<file path="config.mk">
export PLATFORM = sky130hd
export DESIGN_NAME = hazard_unit
export DESIGN_NICKNAME = d
export VERILOG_FILES = /design/src/source/hazard_pkg.sv /design/src/source/instr_classifier.sv /design/src/source/stall_detector.sv /design/src/source/forward_unit.sv /design/src/source/pipeline_ctrl.sv /design/src/source/hazard_unit.sv
export SDC_FILE = /design/constraint.sdc
export NUM_CORES = 1
export LEC_CHECK = 0
export BUFFER_PORTS_ARGS = -buffer_cell sky130_fd_sc_hd__buf_2
export CORE_AREA = 2 2 90 92
export DETAILED_ROUTE_END_ITERATION = 6
export DIE_AREA = 0 0 92 94
export PLACE_DENSITY_LB_ADDON = 0.15
export SETUP_SLACK_MARGIN = 0.05
export SYNTH_ARGS = -nofsm -noshare
export SYNTH_HDL_FRONTEND = slang
export SYNTH_SLANG_ARGS = --single-unit
</file>
<file path="constraint.sdc">
create_clock -name vclk -period 5.6
set_input_delay 1.12 -clock vclk [all_inputs]
set_output_delay 1.12 -clock vclk [all_outputs]
set_load 0.01 [all_outputs]
</file>
<file path="src/source/hazard_pkg.sv">
package hazard_pkg;

   typedef logic [31:0] instr_t;
   typedef logic [4:0]  reg_idx_t;
   typedef logic [5:0]  opcode_t;
   typedef logic [5:0]  funct_t;

   localparam reg_idx_t link_reg_idx = 5'd31;

   // instruction field positions
   localparam int op_hi = 31;
   localparam int op_lo = 26;
   localparam int rs_hi = 25;
   localparam int rs_lo = 21;
   localparam int rt_hi = 20;
   localparam int rt_lo = 16;
   localparam int rd_hi = 15;
   localparam int rd_lo = 11;
   localparam int sa_hi = 10;
   localparam int sa_lo = 6;
   localparam int fn_hi = 5;
   localparam int fn_lo = 0;

   localparam opcode_t op_special = 6'b000000;
   localparam opcode_t op_regimm  = 6'b000001;
   localparam opcode_t op_j       = 6'b000010;
   localparam opcode_t op_jal     = 6'b000011;
   localparam opcode_t op_beq     = 6'b000100;
   localparam opcode_t op_bne     = 6'b000101;
   localparam opcode_t op_blez    = 6'b000110;
   localparam opcode_t op_bgtz    = 6'b000111;
   localparam opcode_t op_addi    = 6'b001000;
   localparam opcode_t op_addiu   = 6'b001001;
   localparam opcode_t op_slti    = 6'b001010;
   localparam opcode_t op_sltiu   = 6'b001011;
   localparam opcode_t op_andi    = 6'b001100;
   localparam opcode_t op_ori     = 6'b001101;
   localparam opcode_t op_xori    = 6'b001110;
   localparam opcode_t op_lui     = 6'b001111;
   localparam opcode_t op_lb      = 6'b100000;
   localparam opcode_t op_lh      = 6'b100001;
   localparam opcode_t op_lw      = 6'b100011;
   localparam opcode_t op_lbu     = 6'b100100;
   localparam opcode_t op_lhu     = 6'b100101;
   localparam opcode_t op_sb      = 6'b101000;
   localparam opcode_t op_sh      = 6'b101001;
   localparam opcode_t op_sw      = 6'b101011;
   localparam opcode_t op_lwg     = 6'b111100; // custom gather load
   localparam opcode_t op_swg     = 6'b111101;

   localparam funct_t fn_sll   = 6'b000000;
   localparam funct_t fn_srl   = 6'b000010;
   localparam funct_t fn_sra   = 6'b000011;
   localparam funct_t fn_sllv  = 6'b000100;
   localparam funct_t fn_srlv  = 6'b000110;
   localparam funct_t fn_srav  = 6'b000111;
   localparam funct_t fn_jr    = 6'b001000;
   localparam funct_t fn_jalr  = 6'b001001;
   localparam funct_t fn_mfhi  = 6'b010000;
   localparam funct_t fn_mthi  = 6'b010001;
   localparam funct_t fn_mflo  = 6'b010010;
   localparam funct_t fn_mtlo  = 6'b010011;
   localparam funct_t fn_mult  = 6'b011000;
   localparam funct_t fn_multu = 6'b011001;
   localparam funct_t fn_div   = 6'b011010;
   localparam funct_t fn_divu  = 6'b011011;
   localparam funct_t fn_add   = 6'b100000;
   localparam funct_t fn_addu  = 6'b100001;
   localparam funct_t fn_sub   = 6'b100010;
   localparam funct_t fn_subu  = 6'b100011;
   localparam funct_t fn_and   = 6'b100100;
   localparam funct_t fn_or    = 6'b100101;
   localparam funct_t fn_xor   = 6'b100110;
   localparam funct_t fn_nor   = 6'b100111;
   localparam funct_t fn_slt   = 6'b101010;
   localparam funct_t fn_sltu  = 6'b101011;

   typedef struct packed {
      logic cal_r;
      logic cal_i;
      logic load;
      logic store;
      logic branch;  // beq/bne
      logic jr;      // jr, blez/bgtz, bgez family
      logic jalr;
      logic jal;     // jal, bgezal/bltzal
      logic mf;
      logic mdft;    // any hi/lo user
      logic jump;
      logic spare;
   } instr_class_t;

   typedef struct packed {
      instr_class_t cls;
      reg_idx_t     dst;
      reg_idx_t     rs;
      reg_idx_t     rt;
   } stage_info_t;

   typedef enum logic [2:0] {
      fwd_d_none      = 3'd0,
      fwd_d_m_alu     = 3'd1,
      fwd_d_m_link    = 3'd2,
      fwd_d_m_hilo    = 3'd3,
      fwd_d_mmid_alu  = 3'd4,
      fwd_d_mmid_link = 3'd5,
      fwd_d_mmid_hilo = 3'd6
   } fwd_d_sel_e;

   typedef enum logic [3:0] {
      fwd_e_none      = 4'd0,
      fwd_e_m_alu     = 4'd1,
      fwd_e_w_alu     = 4'd2,
      fwd_e_m_link    = 4'd3,
      fwd_e_w_link    = 4'd4,
      fwd_e_m_hilo    = 4'd5,
      fwd_e_w_hilo    = 4'd6,
      fwd_e_mmid_alu  = 4'd7,
      fwd_e_mmid_link = 4'd8,
      fwd_e_mmid_hilo = 4'd9
   } fwd_e_sel_e;

   typedef struct packed {
      logic en;
      logic clr;
   } stage_ctrl_t;

   // $0 never matches
   function automatic logic dst_match(reg_idx_t src, reg_idx_t dst);
      return (src != '0) && (src == dst);
   endfunction

endpackage

</file>
<file path="src/source/instr_classifier.sv">
module instr_classifier
   import hazard_pkg::*;
(
   input  instr_t      instr,
   output stage_info_t info
);

   opcode_t      op;
   funct_t       fn;
   reg_idx_t     rs;
   reg_idx_t     rt;
   reg_idx_t     rd;
   logic [4:0]   sa;
   logic         special;
   logic         alu_r;
   logic         shift_imm;
   logic         muldiv;
   logic         mt_hilo;
   logic         jr_reg;
   logic         blez_bgtz;
   logic         regimm_b;
   logic         regimm_link;
   instr_class_t cls;

   assign op = instr[op_hi:op_lo];
   assign rs = instr[rs_hi:rs_lo];
   assign rt = instr[rt_hi:rt_lo];
   assign rd = instr[rd_hi:rd_lo];
   assign sa = instr[sa_hi:sa_lo];
   assign fn = instr[fn_hi:fn_lo];

   assign special = (op == op_special);

   assign alu_r = special && (sa == '0)
                  && (fn inside {fn_add, fn_addu, fn_sub, fn_subu, fn_and, fn_or, fn_xor,
                                 fn_nor, fn_slt, fn_sltu, fn_sllv, fn_srlv, fn_srav});
   assign shift_imm = special && (rs == '0) && (fn inside {fn_sll, fn_srl, fn_sra});
   assign muldiv = special && (rd == '0) && (sa == '0)
                   && (fn inside {fn_mult, fn_multu, fn_div, fn_divu});
   assign mt_hilo = special && (rt == '0) && (rd == '0) && (sa == '0)
                    && (fn inside {fn_mthi, fn_mtlo});

   assign jr_reg = special && (rt == '0) && (rd == '0) && (sa == '0) && (fn == fn_jr);
   assign blez_bgtz = (op inside {op_blez, op_bgtz}) && (rt == '0);
   assign regimm_b = (op == op_regimm) && (rt[3:1] == 3'b000); // bgez/bltz and linking forms
   assign regimm_link = (op == op_regimm) && (rt[4:1] == 4'b1000);

   assign cls.cal_r = alu_r | shift_imm | muldiv | mt_hilo;
   assign cls.cal_i = (op inside {op_addi, op_addiu, op_andi, op_ori, op_xori, op_slti,
                                  op_sltiu})
                      || ((op == op_lui) && (rs == '0));
   assign cls.load = op inside {op_lb, op_lbu, op_lh, op_lhu, op_lw, op_lwg};
   assign cls.store = op inside {op_sb, op_sh, op_sw, op_swg};
   assign cls.branch = op inside {op_beq, op_bne};
   assign cls.jr = jr_reg | blez_bgtz | regimm_b;
   assign cls.jalr = special && (rt == '0) && (sa == '0) && (fn == fn_jalr);
   assign cls.jal = (op == op_jal) | regimm_link;
   assign cls.mf = special && (rs == '0) && (rt == '0) && (sa == '0)
                   && (fn inside {fn_mfhi, fn_mflo});
   assign cls.mdft = muldiv | mt_hilo | cls.mf;
   assign cls.jump = (op inside {op_j, op_jal}) | cls.branch | cls.jr | cls.jalr;
   assign cls.spare = 1'b0;

   always_comb begin
      info.cls = cls;
      info.rs  = rs;
      info.rt  = rt;
      if (cls.cal_r || cls.jalr || cls.mf) begin
         info.dst = rd;
      end else if (cls.cal_i || cls.load) begin
         info.dst = rt;
      end else if (cls.jal) begin
         info.dst = link_reg_idx; // return address into $ra
      end else begin
         info.dst = '0;
      end
   end

endmodule

</file>
<file path="src/source/stall_detector.sv">
module stall_detector
   import hazard_pkg::*;
(
   input  logic        clk,
   input  logic        reset,
   input  stage_info_t info_d,
   input  stage_info_t info_e,
   input  stage_info_t info_m,
   input  stage_info_t info_mmid,
   input  logic        md_busy,
   output logic        stall
);

   logic e_result;
   logic rs_e;
   logic rt_e;
   logic rs_ld_e;
   logic rt_ld_e;
   logic rs_ld_m;
   logic rt_ld_m;
   logic rs_ld_mmid;
   logic rt_ld_mmid;
   logic stall_branch;
   logic stall_jr;
   logic stall_load;
   logic stall_md;

   // E result not ready for a compare in D
   assign e_result = info_e.cls.cal_r | info_e.cls.cal_i | info_e.cls.load | info_e.cls.mf;

   assign rs_e = e_result && dst_match(info_d.rs, info_e.dst);
   assign rt_e = e_result && dst_match(info_d.rt, info_e.dst);

   assign rs_ld_e = info_e.cls.load && dst_match(info_d.rs, info_e.dst);
   assign rt_ld_e = info_e.cls.load && dst_match(info_d.rt, info_e.dst);
   assign rs_ld_m = info_m.cls.load && dst_match(info_d.rs, info_m.dst);
   assign rt_ld_m = info_m.cls.load && dst_match(info_d.rt, info_m.dst);
   assign rs_ld_mmid = info_mmid.cls.load && dst_match(info_d.rs, info_mmid.dst);
   assign rt_ld_mmid = info_mmid.cls.load && dst_match(info_d.rt, info_mmid.dst);

   assign stall_branch = info_d.cls.branch
                         && (rs_e || rt_e || rs_ld_m || rt_ld_m || rs_ld_mmid || rt_ld_mmid);

   assign stall_jr = (info_d.cls.jr || info_d.cls.jalr) && (rs_e || rs_ld_m || rs_ld_mmid);

   // load-use, operand needed in E
   assign stall_load = ((info_d.cls.cal_r || info_d.cls.cal_i || info_d.cls.load
                         || info_d.cls.store) && (rs_ld_e || rs_ld_m))
                       || ((info_d.cls.cal_r || info_d.cls.store) && (rt_ld_e || rt_ld_m));

   assign stall_md = info_d.cls.mdft && md_busy;

   assign stall = stall_branch | stall_jr | stall_load | stall_md;

   // an instruction that reads only $0 must flow, the nop included
   a_nop_no_stall: assert property (@(posedge clk) disable iff (reset)
      (info_d.rs == '0 && info_d.rt == '0 && !info_d.cls.mdft) |-> !stall);

endmodule

</file>
<file path="src/source/forward_unit.sv">
module forward_unit
   import hazard_pkg::*;
(
   input  logic        clk,
   input  logic        reset,
   input  stage_info_t info_d,
   input  stage_info_t info_e,
   input  stage_info_t info_m,
   input  stage_info_t info_mmid,
   input  stage_info_t info_w,
   output fwd_d_sel_e  fwd_rs_d,
   output fwd_d_sel_e  fwd_rt_d,
   output fwd_e_sel_e  fwd_rs_e,
   output fwd_e_sel_e  fwd_rt_e
);

   logic d_rs_reader;
   logic d_rt_reader;
   logic e_rs_reader;
   logic e_rt_reader;

   // load data only exists from W on
   function automatic logic is_alu(instr_class_t c, logic w_stage);
      return c.cal_r | c.cal_i | (w_stage & c.load);
   endfunction

   function automatic logic is_link(instr_class_t c);
      return c.jal | c.jalr;
   endfunction

   function automatic fwd_d_sel_e sel_d(reg_idx_t src, stage_info_t m, stage_info_t mmid);
      logic hit_m;
      logic hit_mmid;
      hit_m    = dst_match(src, m.dst);
      hit_mmid = dst_match(src, mmid.dst);
      if (hit_m && is_alu(m.cls, 1'b0)) return fwd_d_m_alu;
      else if (hit_m && is_link(m.cls)) return fwd_d_m_link;
      else if (hit_m && m.cls.mf) return fwd_d_m_hilo;
      else if (hit_mmid && is_alu(mmid.cls, 1'b0)) return fwd_d_mmid_alu;
      else if (hit_mmid && is_link(mmid.cls)) return fwd_d_mmid_link;
      else if (hit_mmid && mmid.cls.mf) return fwd_d_mmid_hilo;
      else return fwd_d_none;
   endfunction

   function automatic fwd_e_sel_e sel_e(reg_idx_t src, stage_info_t m, stage_info_t mmid,
                                        stage_info_t w);
      logic hit_m;
      logic hit_mmid;
      logic hit_w;
      hit_m    = dst_match(src, m.dst);
      hit_mmid = dst_match(src, mmid.dst);
      hit_w    = dst_match(src, w.dst);
      if (hit_m && is_alu(m.cls, 1'b0)) return fwd_e_m_alu;
      else if (hit_m && is_link(m.cls)) return fwd_e_m_link;
      else if (hit_m && m.cls.mf) return fwd_e_m_hilo;
      else if (hit_mmid && is_alu(mmid.cls, 1'b0)) return fwd_e_mmid_alu;
      else if (hit_mmid && is_link(mmid.cls)) return fwd_e_mmid_link;
      else if (hit_mmid && mmid.cls.mf) return fwd_e_mmid_hilo;
      else if (hit_w && is_alu(w.cls, 1'b1)) return fwd_e_w_alu;
      else if (hit_w && is_link(w.cls)) return fwd_e_w_link;
      else if (hit_w && w.cls.mf) return fwd_e_w_hilo;
      else return fwd_e_none;
   endfunction

   // D reads operands only for branch targets and compares
   assign d_rs_reader = info_d.cls.branch | info_d.cls.jr | info_d.cls.jalr;
   assign d_rt_reader = info_d.cls.branch;
   assign e_rs_reader = info_e.cls.cal_r | info_e.cls.cal_i | info_e.cls.load
                        | info_e.cls.store;
   assign e_rt_reader = info_e.cls.cal_r | info_e.cls.store;

   assign fwd_rs_d = d_rs_reader ? sel_d(info_d.rs, info_m, info_mmid) : fwd_d_none;
   assign fwd_rt_d = d_rt_reader ? sel_d(info_d.rt, info_m, info_mmid) : fwd_d_none;

   assign fwd_rs_e = e_rs_reader ? sel_e(info_e.rs, info_m, info_mmid, info_w) : fwd_e_none;
   assign fwd_rt_e = e_rt_reader ? sel_e(info_e.rt, info_m, info_mmid, info_w) : fwd_e_none;

   // decode forwarding only ever feeds a control transfer
   a_fwd_d_src: assert property (@(posedge clk) disable iff (reset)
      ((fwd_rs_d != fwd_d_none) |-> (info_d.rs != '0 && info_d.cls.jump))
      and ((fwd_rt_d != fwd_d_none) |-> (info_d.rt != '0 && info_d.cls.jump)));

   a_fwd_e_src: assert property (@(posedge clk) disable iff (reset)
      ((fwd_rs_e != fwd_e_none) |-> (info_e.rs != '0))
      and ((fwd_rt_e != fwd_e_none) |-> (info_e.rt != '0)));

endmodule

</file>
<file path="src/source/pipeline_ctrl.sv">
module pipeline_ctrl
   import hazard_pkg::*;
(
   input  logic         clk,
   input  logic         reset,
   input  logic         stall,
   input  instr_class_t cls_m,
   input  instr_class_t cls_mmid,
   input  logic         mem_addr_ok,
   input  logic         mem_data_ok,
   input  fwd_e_sel_e   fwd_rs_e,
   input  fwd_e_sel_e   fwd_rt_e,
   output stage_ctrl_t  if_id_ctrl,
   output stage_ctrl_t  id_ex_ctrl,
   output logic         ex_mem_en,
   output stage_ctrl_t  mem_mmid_ctrl,
   output stage_ctrl_t  mmid_wb_ctrl,
   output logic         data_sram_wr
);

   logic mem_op_m;
   logic mem_op_mmid;
   logic mem_mmid_en;
   logic id_ex_en;
   logic if_id_en;
   logic w_fwd;

   function automatic logic from_w(fwd_e_sel_e sel);
      return sel inside {fwd_e_w_alu, fwd_e_w_link, fwd_e_w_hilo};
   endfunction

   assign mem_op_m    = cls_m.load | cls_m.store;
   assign mem_op_mmid = cls_mmid.load | cls_mmid.store;

   assign mem_mmid_en = mem_op_mmid ? mem_data_ok : 1'b1; // wait for read/write data
   assign ex_mem_en   = mem_mmid_en && (!mem_op_m || mem_addr_ok);
   assign id_ex_en    = ex_mem_en;
   assign if_id_en    = id_ex_en && !stall; // also holds the PC

   // E still needs the W value, keep it there
   assign w_fwd = from_w(fwd_rs_e) || from_w(fwd_rt_e);

   assign if_id_ctrl    = '{en: if_id_en, clr: 1'b0};
   assign id_ex_ctrl    = '{en: id_ex_en, clr: id_ex_en && !if_id_en};
   assign mem_mmid_ctrl = '{en: mem_mmid_en, clr: mem_mmid_en && !ex_mem_en};
   assign mmid_wb_ctrl  = '{en: mem_mmid_en || !w_fwd, clr: !mem_mmid_en && !w_fwd};

   assign data_sram_wr = cls_m.store;

   // a stage never advances into a held one
   a_enable_chain: assert property (@(posedge clk) disable iff (reset)
      (!if_id_ctrl.en || id_ex_ctrl.en) && (!id_ex_ctrl.en || ex_mem_en)
      && (!ex_mem_en || mem_mmid_ctrl.en) && (!mem_mmid_ctrl.en || mmid_wb_ctrl.en));

endmodule

</file>
<file path="src/source/hazard_unit.sv">
module hazard_unit
   import hazard_pkg::*;
(
   input  logic        clk,
   input  logic        reset,
   input  instr_t      instr_d,
   input  instr_t      instr_e,
   input  instr_t      instr_m,
   input  instr_t      instr_mmid,
   input  instr_t      instr_w,
   input  logic        md_busy,
   input  logic        mem_addr_ok,
   input  logic        mem_data_ok,
   output fwd_d_sel_e  fwd_rs_d,
   output fwd_d_sel_e  fwd_rt_d,
   output fwd_e_sel_e  fwd_rs_e,
   output fwd_e_sel_e  fwd_rt_e,
   output stage_ctrl_t if_id_ctrl,
   output stage_ctrl_t id_ex_ctrl,
   output logic        ex_mem_en,
   output stage_ctrl_t mem_mmid_ctrl,
   output stage_ctrl_t mmid_wb_ctrl,
   output logic        data_sram_wr
);

   stage_info_t info_d;
   stage_info_t info_e;
   stage_info_t info_m;
   stage_info_t info_mmid;
   stage_info_t info_w;
   logic        stall;

   instr_classifier u_cls_d    (.instr(instr_d),    .info(info_d));
   instr_classifier u_cls_e    (.instr(instr_e),    .info(info_e));
   instr_classifier u_cls_m    (.instr(instr_m),    .info(info_m));
   instr_classifier u_cls_mmid (.instr(instr_mmid), .info(info_mmid));
   instr_classifier u_cls_w    (.instr(instr_w),    .info(info_w));

   stall_detector u_stall (
      .clk       (clk),
      .reset     (reset),
      .info_d    (info_d),
      .info_e    (info_e),
      .info_m    (info_m),
      .info_mmid (info_mmid),
      .md_busy   (md_busy),
      .stall     (stall)
   );

   forward_unit u_fwd (
      .clk       (clk),
      .reset     (reset),
      .info_d    (info_d),
      .info_e    (info_e),
      .info_m    (info_m),
      .info_mmid (info_mmid),
      .info_w    (info_w),
      .fwd_rs_d  (fwd_rs_d),
      .fwd_rt_d  (fwd_rt_d),
      .fwd_rs_e  (fwd_rs_e),
      .fwd_rt_e  (fwd_rt_e)
   );

   pipeline_ctrl u_ctrl (
      .clk           (clk),
      .reset         (reset),
      .stall         (stall),
      .cls_m         (info_m.cls),
      .cls_mmid      (info_mmid.cls),
      .mem_addr_ok   (mem_addr_ok),
      .mem_data_ok   (mem_data_ok),
      .fwd_rs_e      (fwd_rs_e),
      .fwd_rt_e      (fwd_rt_e),
      .if_id_ctrl    (if_id_ctrl),
      .id_ex_ctrl    (id_ex_ctrl),
      .ex_mem_en     (ex_mem_en),
      .mem_mmid_ctrl (mem_mmid_ctrl),
      .mmid_wb_ctrl  (mmid_wb_ctrl),
      .data_sram_wr  (data_sram_wr)
   );

endmodule

</file>
==> summary.txt <==
status - completed
Syn Nets - 740
distinct cell type count after synthesis - 77
Hold WC Path Type - in -> out
worst slew pin tran - 832 ps
initial drt markers - 383
simple-gate area share of the yosys netlist - 0.456
Vias/cell - 6.35
largest net degree at the start of global routing - 13
Rel. slew slack - 0.444
Pre-antenna DRT Iters - 5
crit path launch type - input pin
multi-input logic area - 3640 sq um
count leader, synth - nor2_1
Crit path arrival time - 4430 ps
Avg WL per Cell - 16.5 microns
post-route setup TNS - 0 ps
layout sequential cell count - 0
Max-Cap Viols - 0
wirelength, routed - 14,600 microns
Residual DRC - 0
estimated wirelength of the detail-placed design - 12,100 microns
top cell type's share of synthesized area - 0.0658
Synth area leaders - nor2_1 6.6%, xnor2_1 5.5%, xor2_1 4.8%
Final setup viols - 0
Final Hold Vio Count - 0
GP Congestion - 1.00
Fmax - 0.180 GHz
final net count - 948
Synth Instances - 575
vias in the first global route - 5,062
Area Overhead vs Synth - 39.3%
Final Max Slew Viols - 0
Fill cells - 764
post-route insts no fill - 883
Post-CTS Hold Fix Bufs - 0
largest family of logic cells by synthesized area - simple AND/OR/NAND/NOR gates
Avg Cell Area, Syn - 6.35 sq um
WS Path Type - in -> out
final worst path period share - 0.991
CP endpoint kind - primary output
die area - 8650 sq um
Post-Syn Area - 3650 sq um
Reg area - 0 sq um
# IOs - 189
Starting Density - 0.480
minimum clock period - 5550 ps
total number of vias - 5,605
YS warnings - 0
share of cells above drive strength 1 - 0.341
CP required - 4480 ps
register area share after synthesis - 0
CP max FO - 4
multiplexer area fraction after synthesis - 0.0147
VDD IR max - 0.0359 mV
xor/xnor share of the synthesized area - 0.103
GRT Residual Overflow - 0
Placed Instances - 870
gr usage total - 0.310
Row Count - 32
initial antenna violation count - 0
Die Height - 94 microns
leading area contributor after synthesis - nor2_1
pwr/cell area - 58.9 nW/um^2
Compound-Gate Fraction of Synth Area - 0.375
antenna cells - 0
Antenna Nets Post-Route - 0
RSZ-0062 raised after global routing - yes
top cells by count, synth - 64 x nor2_1, 42 x nand2_1, 33 x nor3_1
first-pass GRT wire length - 22,700 microns
area share of fa/ha/maj cells after synthesis - 0
core area - 7610 sq um
leak pwr - 2.08 nW
die width - 92 microns
count of input and output buffers - 186
# clk buffers - 0
[placed cells by master, fill, tap and decap left out, types with 5 or more instances in the layout]
cell       Yosys  layout
nor3_1        33      30
a21o_1         5       5
nand4b_1       9       9
nand3_1       19      19
and2_1        11      11
a31oi_1        9       9
nor2_1        64      62
a211oi_1      12      12
a221oi_1       9       8
xnor2_1       23      23
nand2b_1       9       9
nor3b_1        7       6
inv_1         31      31
buf_2          1     185
o2111ai_1     11       9
a21oi_1       32      31
nor2b_1       13      12
or2_2          7       7
xor2_1        20      19
o21ai_0       26      26
nand2_1       42      41
a311oi_1       5       5
o211ai_1      11      11
nor4b_1       10       9
o31ai_1        5       5
buf_4          4      32
or4_1         11      11
nand4_1       19      19
nor4_1        20      18
[worst paths after layout]
check,to,start,cells after the start
max,mmid_wb_ctrl[1],instr_mmid[0],14
min,mmid_wb_ctrl[1],mem_data_ok,4
[kinds of logic (layout without fill, tap and decap cells)]
kind of cell    after synthesis  in the layout
compound gates              183            183
mux                           5              5
buf+inv                      45            251
xor+xnor                     43             43
simple gates                298            298
other cells                   1              1
[cell type report]
cell class,instances,share of cell area
Tap cell,102,0.0251
Timing Repair Buffer,220,0.238
Multi-Input combinational cell,530,0.715
Inverter,31,0.0229
[metal layers]
metal / wire length (microns) / up-vias / global-route usage
met5: 0 / - / 0
met4: 230 / 0 / 0.0634
met3: 1290 / 34 / 0.0361
met2: 7070 / 301 / 0.572
met1: 5970 / 2584 / 0.387
li1: - / 2686 / -
[what timing repair did]
action,4_1_cts,5_1_grt
setup buffers,2,11
setup endpoints to repair,2,6
hold endpoints to repair,0,0
resized for setup,3,29
pin swaps,2,13
[through the flow]
step | hold slack (ps) | utilization | worst slack [ps] | power (mW) | area (sq um)
floorplan | 2410 | - | 328 | 0.148 | 3650
finish | 2620 | 0.669 | 48.6 | 0.300 | 5090
CTS | 2630 | 0.635 | 54.9 | 0.277 | 4830
global route | 2640 | 0.669 | -87.4 | 0.326 | 5090
global placement | 2610 | 0.631 | 22.7 | 0.268 | 4800
detailed placement | 2630 | 0.631 | -12.6 | 0.274 | 4800
[critical path: stages]
cell and delay (ps):
buf_6 110, nor2b_4 120, or4_4 520, o21ai_4 250
o211ai_1 140, o211ai_1 190, buf_4 180, xor2_4 70
or4_4 540, o2111a_1 250, o311a_1 340, o221a_1 320
o21ai_1 140, buf_2 140
[power breakdown]
group	switching (mW)	total (mW)	internal, mW
combinational	0.168	0.300	0.131
sequential	0	0	0
clock	0	0	0
Power figures use the tool's default switching activity.
